<file path="config.mk">
export PLATFORM = sky130hd
export DESIGN_NAME = audio_mixer_top
export DESIGN_NICKNAME = d
export VERILOG_FILES = /design/src/hdl/mix_pkg.sv /design/src/hdl/audio_pkg.sv /design/src/hdl/audio_mixer_top.sv /design/src/hdl/pdm_dac.sv /design/src/hdl/chan_mixer.sv /design/src/hdl/chan_timer.sv /design/src/hdl/sample_fetch.sv
export SDC_FILE = /design/constraint.sdc
export NUM_CORES = 1
export LEC_CHECK = 0
export ABC_AREA = 1
export BUFFER_PORTS_ARGS = -buffer_cell sky130_fd_sc_hd__buf_2
export CAP_MARGIN = 20
export CORE_AREA = 2 2 337 339
export CTS_CLUSTER_SIZE = 30
export DETAILED_ROUTE_END_ITERATION = 7
export DIE_AREA = 0 0 339 341
export PLACE_DENSITY_LB_ADDON = 0.1
export SYNTH_ARGS = -nofsm -noshare
export SYNTH_HDL_FRONTEND = slang
export SYNTH_HIERARCHICAL = 1
export SYNTH_SLANG_ARGS = --single-unit
</file>
<file path="constraint.sdc">
create_clock -name clk -period 5.4 [get_ports clk]
set_input_delay 1.08 -clock clk [delete_from_list [all_inputs] [get_ports clk]]
set_output_delay 1.08 -clock clk [all_outputs]
set_load 0.05 [all_outputs]
</file>
<file path="src/hdl/mix_pkg.sv">
// mix package: sample, volume, accumulator and DAC types with mix scaling
package mix_pkg;

    localparam int DAC_W     = 8;               // DAC level bits
    localparam int MIX_SHIFT = 6;               // low accumulator bits dropped

    typedef logic signed [7:0]       sample_t;  // signed channel sample
    typedef logic [6:0]              vol_t;     // unsigned volume
    typedef logic signed [15:0]      acc_t;     // stereo side accumulator
    typedef logic signed [9:0]       mix_t;     // unclamped mix, acc upper bits
    typedef logic [DAC_W-1:0]        dac_t;     // unsigned DAC level

endpackage

</file>
<file path="src/hdl/audio_pkg.sv">
// audio fetch package: channel count, memory-side types and the fetch FSM states
package audio_pkg;

    localparam int AUDIO_NCHAN = 4;             // mixed channels
    localparam int CHAN_W      = 2;             // bits to index one channel

    typedef logic [CHAN_W-1:0] chan_t;          // channel index
    typedef logic [15:0]       word_t;          // memory word, two 8-bit samples
    typedef logic [15:0]       addr_t;          // sample word address
    typedef logic [14:0]       period_t;        // playback period in clocks

    // sample fetch FSM, one channel visited per pass
    typedef enum logic [1:0] {
        FETCH_CHECK,                            // does this channel need a word
        FETCH_REQ,                              // pick address, raise request
        FETCH_WAIT_ACK,                         // hold request until ack
        FETCH_NEXT                              // step to next channel
    } fetch_state_t;

endpackage
</file>
<file path="src/hdl/audio_mixer_top.sv">
// audio mixer top: sample fetch, channel timers, stereo mixer and two PDM DACs
`timescale 1ns/100ps

module audio_mixer_top import audio_pkg::*, mix_pkg::*; (
    input  logic                        clk,
    input  logic                        reset_i,
    input  logic                        audio_enable_i,
    input  logic [16*AUDIO_NCHAN-1:0]   start_nchan_i,
    input  logic [16*AUDIO_NCHAN-1:0]   length_nchan_i,
    input  logic [15*AUDIO_NCHAN-1:0]   period_nchan_i,
    input  logic [7*AUDIO_NCHAN-1:0]    vol_l_nchan_i,
    input  logic [7*AUDIO_NCHAN-1:0]    vol_r_nchan_i,
    input  logic                        audio_ack_i,
    input  word_t                       audio_word_i,
    output logic                        audio_req_o,
    output addr_t                       audio_addr_o,
    output logic                        pdm_l_o,
    output logic                        pdm_r_o
);

    logic                       word_valid;     // fetched word strobe
    chan_t                      word_chan;
    word_t                      word;
    logic [AUDIO_NCHAN-1:0]     need_word;      // empty buffers
    logic [8*AUDIO_NCHAN-1:0]   sample_nchan;   // bytes now playing
    dac_t                       level_l;        // mixed levels
    dac_t                       level_r;

    sample_fetch sample_fetch_i (
        .clk(clk), .reset_i(reset_i), .audio_enable_i(audio_enable_i),
        .start_nchan_i(start_nchan_i), .length_nchan_i(length_nchan_i),
        .need_word_i(need_word), .audio_ack_i(audio_ack_i), .audio_word_i(audio_word_i),
        .audio_req_o(audio_req_o), .audio_addr_o(audio_addr_o),
        .word_valid_o(word_valid), .word_chan_o(word_chan), .word_o(word)
    );

    chan_timer chan_timer_i (
        .clk(clk), .reset_i(reset_i), .audio_enable_i(audio_enable_i),
        .period_nchan_i(period_nchan_i), .word_valid_i(word_valid),
        .word_chan_i(word_chan), .word_i(word),
        .need_word_o(need_word), .sample_nchan_o(sample_nchan)
    );

    chan_mixer chan_mixer_i (
        .clk(clk), .reset_i(reset_i), .sample_nchan_i(sample_nchan),
        .vol_l_nchan_i(vol_l_nchan_i), .vol_r_nchan_i(vol_r_nchan_i),
        .level_l_o(level_l), .level_r_o(level_r)
    );

    pdm_dac #(.WIDTH(DAC_W)) pdm_l_i (
        .clk(clk), .reset_i(reset_i), .value_i(level_l), .pulse_o(pdm_l_o)
    );

    pdm_dac #(.WIDTH(DAC_W)) pdm_r_i (
        .clk(clk), .reset_i(reset_i), .value_i(level_r), .pulse_o(pdm_r_o)
    );

endmodule

</file>
<file path="src/hdl/pdm_dac.sv">
// pdm DAC: first-order pulse density modulator for one output pin
`timescale 1ns/100ps

module pdm_dac import mix_pkg::*; #(
    parameter int WIDTH = DAC_W                 // level bits
) (
    input  logic                clk,
    input  logic                reset_i,
    input  logic [WIDTH-1:0]    value_i,        // unsigned level
    output logic                pulse_o         // high value_i times in 2**WIDTH
);

    logic [WIDTH:0] pdm_acc;                    // error plus carry

    always_ff @(posedge clk) begin
        if (reset_i) begin
            pdm_acc <= '0;
        end else begin
            pdm_acc <= pdm_acc[WIDTH-1:0] + value_i;    // carry out is the pulse
        end
    end

    assign pulse_o = pdm_acc[WIDTH];

endmodule

</file>
<file path="src/hdl/chan_mixer.sv">
// channel mixer: scans channels, stereo multiply-accumulate, clamps to unsigned DAC levels
`timescale 1ns/100ps

module chan_mixer import audio_pkg::*, mix_pkg::*; (
    input  logic                        clk,
    input  logic                        reset_i,
    input  logic [8*AUDIO_NCHAN-1:0]    sample_nchan_i,     // signed byte per channel
    input  logic [7*AUDIO_NCHAN-1:0]    vol_l_nchan_i,      // left volume per channel
    input  logic [7*AUDIO_NCHAN-1:0]    vol_r_nchan_i,      // right volume per channel
    output dac_t                        level_l_o,          // once per frame
    output dac_t                        level_r_o
);

    logic [CHAN_W:0]    mix_chan;       // extra step clamps and clears
    logic               mix_last;       // clamp step of the frame
    sample_t            value_temp;     // latched channel sample
    vol_t               vol_l_temp;
    vol_t               vol_r_temp;
    acc_t               res_l;          // product of latched channel
    acc_t               res_r;
    acc_t               acc_l;
    acc_t               acc_r;

    // add that pins at the rails instead of wrapping
    function automatic acc_t sat_add(acc_t a, acc_t b);
        logic signed [$bits(acc_t):0] sum;
        sum = a + b;
        if (sum[$bits(acc_t)] != sum[$bits(acc_t)-1]) begin
            return {sum[$bits(acc_t)], {($bits(acc_t)-1){~sum[$bits(acc_t)]}}};
        end
        return acc_t'(sum);
    endfunction

    // drop low bits, clamp to a signed byte, flip sign for offset binary
    function automatic dac_t to_level(acc_t acc);
        mix_t mix;
        mix = acc[$bits(acc_t)-1:MIX_SHIFT];
        if (mix < -(2**(DAC_W-1))) begin
            return '0;
        end else if (mix > 2**(DAC_W-1)-1) begin
            return '1;
        end
        return {~mix[DAC_W-1], mix[DAC_W-2:0]};
    endfunction

    assign mix_last = (mix_chan == AUDIO_NCHAN);
    assign res_l    = value_temp * $signed({1'b0, vol_l_temp});    // volume zero-extended
    assign res_r    = value_temp * $signed({1'b0, vol_r_temp});

    always_ff @(posedge clk) begin
        if (!mix_last) begin
            value_temp <= sample_nchan_i[8*mix_chan[CHAN_W-1:0] +: 8];
            vol_l_temp <= vol_l_nchan_i[7*mix_chan[CHAN_W-1:0] +: 7];
            vol_r_temp <= vol_r_nchan_i[7*mix_chan[CHAN_W-1:0] +: 7];
        end
    end

    always_ff @(posedge clk) begin
        if (reset_i) begin
            mix_chan  <= '0;
            acc_l     <= '0;
            acc_r     <= '0;
            level_l_o <= '0;
            level_r_o <= '0;
        end else if (mix_last) begin
            mix_chan  <= '0;
            level_l_o <= to_level(sat_add(acc_l, res_l));      // last channel folded in here
            level_r_o <= to_level(sat_add(acc_r, res_r));
            acc_l     <= '0;
            acc_r     <= '0;
        end else begin
            mix_chan <= mix_chan + 1'b1;
            if (mix_chan != '0) begin                           // product of previous channel
                acc_l <= sat_add(acc_l, res_l);
                acc_r <= sat_add(acc_r, res_r);
            end
        end
    end

endmodule

</file>
<file path="src/hdl/chan_timer.sv">
// channel timers: per-channel word buffers and period counters picking the byte to play
`timescale 1ns/100ps

module chan_timer import audio_pkg::*; (
    input  logic                        clk,
    input  logic                        reset_i,
    input  logic                        audio_enable_i,     // low silences and empties all
    input  logic [15*AUDIO_NCHAN-1:0]   period_nchan_i,     // clocks per byte minus two
    input  logic                        word_valid_i,       // fetched word strobe
    input  chan_t                       word_chan_i,
    input  word_t                       word_i,
    output logic [AUDIO_NCHAN-1:0]      need_word_o,        // buffer empty, per channel
    output logic [8*AUDIO_NCHAN-1:0]    sample_nchan_o      // signed byte now playing
);

    word_t                      chan_buff [AUDIO_NCHAN];    // fetched sample word
    logic [AUDIO_NCHAN-1:0]     chan_buff_ok;               // buffer holds an unplayed word
    logic [AUDIO_NCHAN-1:0]     chan_odd;                   // low byte is next
    logic [15:0]                chan_count [AUDIO_NCHAN];   // bit 15 set on underflow
    period_t                    chan_period [AUDIO_NCHAN];  // per-channel period slice

    always_comb begin
        for (int i = 0; i < AUDIO_NCHAN; i++) begin
            chan_period[i] = period_nchan_i[15*i +: 15];
        end
    end

    assign need_word_o = ~chan_buff_ok;

    always_ff @(posedge clk) begin
        if (reset_i || !audio_enable_i) begin
            chan_buff_ok   <= '0;                               // every buffer empty
            chan_odd       <= '0;                               // restart on high byte
            sample_nchan_o <= '0;                               // silence
            for (int i = 0; i < AUDIO_NCHAN; i++) begin
                chan_count[i] <= 16'h8000;                      // underflow right away
                if (reset_i) begin
                    chan_buff[i] <= '0;                         // stale bytes start as zero
                end
            end
        end else begin
            for (int i = 0; i < AUDIO_NCHAN; i++) begin
                chan_count[i] <= chan_count[i] - 1'b1;
                if (chan_count[i][15]) begin
                    chan_count[i]          <= {1'b0, chan_period[i]};
                    chan_odd[i]            <= ~chan_odd[i];
                    sample_nchan_o[8*i +: 8] <= chan_odd[i] ? chan_buff[i][7:0]
                                                            : chan_buff[i][15:8];
                    if (chan_odd[i]) begin
                        chan_buff_ok[i] <= 1'b0;                // both bytes played
                    end
                end
            end
            if (word_valid_i) begin
                chan_buff[word_chan_i]    <= word_i;
                chan_buff_ok[word_chan_i] <= 1'b1;
            end
        end
    end

endmodule

</file>
<file path="src/hdl/sample_fetch.sv">
// sample fetch: walks each channel's word range and reads words over request/acknowledge
`timescale 1ns/100ps

module sample_fetch import audio_pkg::*; (
    input  logic                        clk,
    input  logic                        reset_i,
    input  logic                        audio_enable_i,     // low restarts every channel
    input  logic [16*AUDIO_NCHAN-1:0]   start_nchan_i,      // first word address per channel
    input  logic [16*AUDIO_NCHAN-1:0]   length_nchan_i,     // word count minus one
    input  logic [AUDIO_NCHAN-1:0]      need_word_i,        // buffer empty, per channel
    input  logic                        audio_ack_i,        // memory done, word valid
    input  word_t                       audio_word_i,
    output logic                        audio_req_o,        // held until ack
    output addr_t                       audio_addr_o,       // held with request
    output logic                        word_valid_o,       // strobe in ack cycle
    output chan_t                       word_chan_o,        // channel the word belongs to
    output word_t                       word_o
);

    fetch_state_t               fetch_state;                // FSM state
    chan_t                      fetch_chan;                 // channel being served
    logic [AUDIO_NCHAN-1:0]     fetch_restart;              // next request from start
    addr_t                      fetch_ptr [AUDIO_NCHAN];    // next word address
    word_t                      fetch_cnt [AUDIO_NCHAN];    // words left before wrap
    logic                       reload;                     // restart or count exhausted
    addr_t                      req_addr;                   // address for this request

    // start over on restart or when the count ran out
    always_comb begin
        reload   = fetch_restart[fetch_chan] || (fetch_cnt[fetch_chan] == '0);
        req_addr = reload ? start_nchan_i[16*fetch_chan +: 16]
                          : fetch_ptr[fetch_chan];
    end

    // pointer and count of the channel being requested
    always_ff @(posedge clk) begin
        if (fetch_state == FETCH_REQ) begin
            fetch_ptr[fetch_chan] <= req_addr + 1'b1;               // word after this one
            fetch_cnt[fetch_chan] <= reload ? length_nchan_i[16*fetch_chan +: 16]
                                            : fetch_cnt[fetch_chan] - 1'b1;
        end
    end

    always_ff @(posedge clk) begin
        if (reset_i) begin
            fetch_state   <= FETCH_CHECK;
            fetch_chan    <= '0;
            fetch_restart <= '1;                                    // all channels from start
            audio_req_o   <= 1'b0;
            audio_addr_o  <= '0;
        end else if (!audio_enable_i) begin
            fetch_state   <= FETCH_CHECK;                           // park on channel 0
            fetch_chan    <= '0;
            fetch_restart <= '1;
            audio_req_o   <= 1'b0;                                  // abandon pending request
        end else begin
            case (fetch_state)
                FETCH_CHECK: begin
                    if (need_word_i[fetch_chan]) begin
                        fetch_state <= FETCH_REQ;
                    end else begin
                        fetch_state <= FETCH_NEXT;                  // buffer still full
                    end
                end
                FETCH_REQ: begin
                    audio_req_o               <= 1'b1;
                    audio_addr_o              <= req_addr;
                    fetch_restart[fetch_chan] <= 1'b0;
                    fetch_state               <= FETCH_WAIT_ACK;
                end
                FETCH_WAIT_ACK: begin
                    if (audio_ack_i) begin
                        audio_req_o <= 1'b0;                        // drops on next edge
                        fetch_state <= FETCH_NEXT;
                    end
                end
                FETCH_NEXT: begin
                    fetch_chan  <= fetch_chan + 1'b1;               // wraps after last channel
                    fetch_state <= FETCH_CHECK;
                end
                default: begin
                    fetch_state <= FETCH_CHECK;
                end
            endcase
        end
    end

    // word handed to the channel timers as it is acknowledged
    assign word_valid_o = (fetch_state == FETCH_WAIT_ACK) && audio_ack_i;
    assign word_chan_o  = fetch_chan;
    assign word_o       = audio_word_i;

endmodule

</file>
==> impl_metrics.tcl <==
set metrics [dict create \
    syn_inst 3552 \
    grt_overflow 0 \
    p_sw_uw 11460 \
    top_usage_layer "met2" \
    diodes 0 \
    ant_nets 0 \
    placed_cells 5332 \
    postPlaceCellArea_um2 31330 \
    die_h_um 341 \
    hold_buffers 0 \
    internal-power_uw 12740 \
    p_comb_frac 0.697 \
    cp_data_arrival_time_ns 5.69 \
    global_route.usage.met3 0.01788 \
    cp-start-kind "flop" \
    sw_frac_of_total 0.4735 \
    hp-start "sample_fetch_i/fetch_restart[1]" \
    worst_slack_ns 0.2510 \
    drv_cap 0 \
    die-area_um2 115600 \
    dp_slack_ns -0.1678 \
    synth_seq_area_share 0.3917 \
    finalClockSkew_ns 0.03985 \
    cpMaxStageDelayCell "fa_1" \
    avgSynthCellArea_um2 7.843 \
    use_met2 0.2570 \
    cts.sinks 414 \
    routed-via-count 23210 \
    fmax_mhz 194.2 \
    dr.first_iter.drc_count 1055 \
    timing.rr.start "chan_mixer_i/value_temp[7]" \
    drive_above_1_share 0.1776 \
    cp_max_fo 7 \
    clock-root-buffer "clkbuf_16" \
    viasPerCell 4.255 \
    start_util 0.2490 \
    rsz0062_at_grt "true" \
    synth_cell_types 56 \
    grt_max_degree 65 \
    finalCritPeriodShare 0.9535 \
    htree_num_levels 2 \
    cts_tree "yes" \
    crit_required_ns 5.94 \
    synth_edf_count 262 \
    finalCriticalPeriod_ns 5.149 \
    path_class "reg -> reg" \
    ys_ff_latch 414 \
    power_uw 24200 \
    grt_pass1_vias 23430 \
    final-hold-violation-count 0 \
    setup_viol 0 \
    use_met1 0.1933 \
    grt_pass1_wl_mm 133.7 \
    design_area_um2 33730 \
    cts_buffers 53 \
    drv_slew 0 \
    n_fill_cell 12160 \
    fin_util 0.3015 \
    track_usage 0.1469 \
    antenna_found_initial 5 \
    endpoint_kind "flop" \
    syn-cell-area_um2 27860 \
    sequentialPowerShare 0.160 \
    ir_drop_v 0.0008451 \
    portBuffers 282 \
    io_pins 283 \
    clock_latency_ns 0.65 \
    clockBufferDepth 3 \
    async_reset_ff_frac 0 \
    synth-main-ff-cell "edfxtp_1" \
    fin_cells 5453 \
    worstMarginPinSlew_ns 1.064 \
    status "finished clean" \
    crit_chain "buf_4 -> nand2_1 -> inv_1 -> fa_1 -> inv_2 -> fa_1 -> inv_1 -> fa_1 -> inv_1 -> fa_1 -> inv_1 -> ha_4 -> nand2_1 -> inv_2 -> nand2_1 -> nor3_2 -> nand2_2 -> nand2_2 -> nand2_4 -> nand2_4 -> inv_4 -> a21oi_4 -> o21ai_1 -> a21oi_1" \
    critPathMaxStageDelay_ns 0.55 \
    crit_path_start "chan_mixer_i/value_temp[7]" \
    slew_headroom 0.2900 \
    routedWlPerCell_um 15.70 \
    dp_hpwl_mm 62.78 \
    hp-class "reg -> reg" \
    drc 0 \
    power.leakage_uw 0.01646 \
    rows 123 \
    yosysWarnings 6 \
    path_clk_slew_ns 0.06 \
    drt_wl_total_mm 85.62 \
    synthToLayoutAreaGrowth_pct 21.10 \
    finalWeightedCongestion 0.7784 \
    die_x_um 339 \
    share_clk_of_total_power 0.143 \
    core_area_um2 111900 \
    nets 4414 \
    multi_input_area_um2 14480 \
    first_pass_iters 5 \
    p_per_area_nw_per_um2 717.4 \
    final-seq-area_um2 10920 \
]
[power by group through the flow]
| stage | Combinational (uW) | Clock [uW] | Sequential, uW |
|---|---|---|---|
| final | 16900 | 3460 | 3870 |
| after global routing | 19100 | 3710 | 3910 |
| after floorplan | 9390 | 0 | 3840 |
| after detailed placement | 14100 | 0 | 3940 |
| after global placement | 14100 | 0 | 3950 |
| after CTS | 14500 | 3600 | 3880 |
[area by class of cell]
type                       count  area share
clock buffer                  81     0.04362
clock inverter                18    0.005304
inverter                     632     0.07088
multi-input combinational   2400      0.4292
sequential                   414      0.3236
tap                         1500     0.05564
timing repair buffer         408     0.07177
[per-layer routing]
metal | wire length [um] | part of all wire
met1 | 39750 | 0.46
met2 | 41630 | 0.49
met3 | 2752 | 0.032
met4 | 1467 | 0.017
met5 | 16 | 0.00019
[path summary, 6_finish.rpt]
check / end / slack, ns / depth (start not counted)
setup reg to reg: chan_mixer_i/acc_l[4] / 0.25 / 24
hold reg to reg: sample_fetch_i/fetch_restart[1] / 0.45 / 2
hold / removal: sample_fetch_i/fetch_restart[1] / 0.45 / 2
setup / recovery: chan_mixer_i/acc_l[4] / 0.25 / 24
[kinds of logic (layout without fill, tap and decap cells)]
kind of cell	count (synthesis)	in the layout	share of synthesized area
buf+inv	786	1139	0.1149
compound gates	464	464	0.09271
simple gates	1608	1609	0.2443
fa+ha+maj	241	241	0.1444
xor+xnor	38	38	0.01195
flops	414	414	0.3917
other cells	1	48	0.0001346
[per-stage QoR]
step           TNS [ns]  hold slack, ns
6_report              0          0.4510
4_1_cts               0          0.4537
2_1_floorplan         0          0.4240
3_3_place_gp     -1.983          0.4400
5_1_grt          -1.023          0.4630
3_5_place_dp     -2.240          0.4426
[what timing repair did]
item	in CTS	in global routing
setup buffers	5	17
pin swaps	10	76
endpoints found under the setup margin	25	46
cloned	0	1
gates resized for setup	19	128
[registers in the layout, indices dropped and copies added, names as in the netlist, 2 cells and up, named ones only]
| register | flops |
|---|---|
| sample_fetch_i/word_chan_o | 2 |
| sample_fetch_i/fetch_cnt | 64 |
| sample_fetch_i/fetch_state | 2 |
| chan_mixer_i/level_r_o | 8 |
| chan_timer_i/chan_buff | 64 |
| chan_mixer_i/vol_r_temp | 7 |
| sample_fetch_i/fetch_ptr | 64 |
| pdm_l_i/pdm_acc | 9 |
| chan_mixer_i/acc_r | 16 |
| chan_mixer_i/acc_l | 16 |
| chan_timer_i/chan_buff_ok | 4 |
| pdm_r_i/pdm_acc | 9 |
| chan_mixer_i/value_temp | 8 |
| chan_mixer_i/level_l_o | 8 |
| chan_mixer_i/vol_l_temp | 7 |
| chan_timer_i/sample_nchan_o | 32 |
| chan_timer_i/chan_odd | 4 |
| sample_fetch_i/fetch_restart | 4 |
| chan_timer_i/chan_count | 64 |
| sample_fetch_i/audio_addr_o | 16 |
| chan_mixer_i/mix_chan | 3 |
[cell usage after synthesis, drive strengths merged (2+ instances only)]
master	instances	area, um^2
a31oi	18	127.6
a21boi	2	15.01
a21oi	98	528.0
xnor2	15	131.4
edfxtp	262	7868
nand2	839	3299
inv	624	2347
nand3	228	1266
o211ai	5	37.54
ha	107	1339
clkinv	8	30.03
nor3	8	45.04
buf	70	501.7
a32oi	4	35.03
o221ai	4	35.03
or2	5	36.29
o21ai	267	1348
dfxtp	152	3043
nor2	508	2012
a32o	3	30.03
clkbuf	84	321.5
o22ai	44	275.3
fa	134	2683
a211oi	3	22.52
nand3b	4	33.78
nand4	15	106.4
xor2	23	201.4
o21bai	4	30.03
o31ai	8	60.06
[worst max-delay path: cells and delay by family, from the launching register on]
kind | cells | cell delay, ns
AOI/OAI and AO/OA | 3 | 0.53
adders and majority gates | 5 | 2.42
buffers and inverters | 8 | 0.69
DFF | 1 | 0.53
and+or+nand+nor | 8 | 0.86
[cells in the final DEF, fill, tap and decap left out, drive strengths merged, types with 2 or more instances in the layout]
cell type and count:
a211oi 3, a21boi 2, a21oi 98, a31oi 18, a32o 3, a32oi 4
buf 408, bufinv 2, clkbuf 81, clkinv 21, conb 48, dfxtp 152
edfxtp 262, fa 134, ha 107, inv 626, nand2 839, nand3 229
nand3b 4, nand4 15, nor2 508, nor3 8, o211ai 5, o21ai 267
o21bai 4, o221ai 4, o22ai 44, o31ai 8, or2 5, xnor2 15
xor2 23
(Power assumes the default switching activity.)
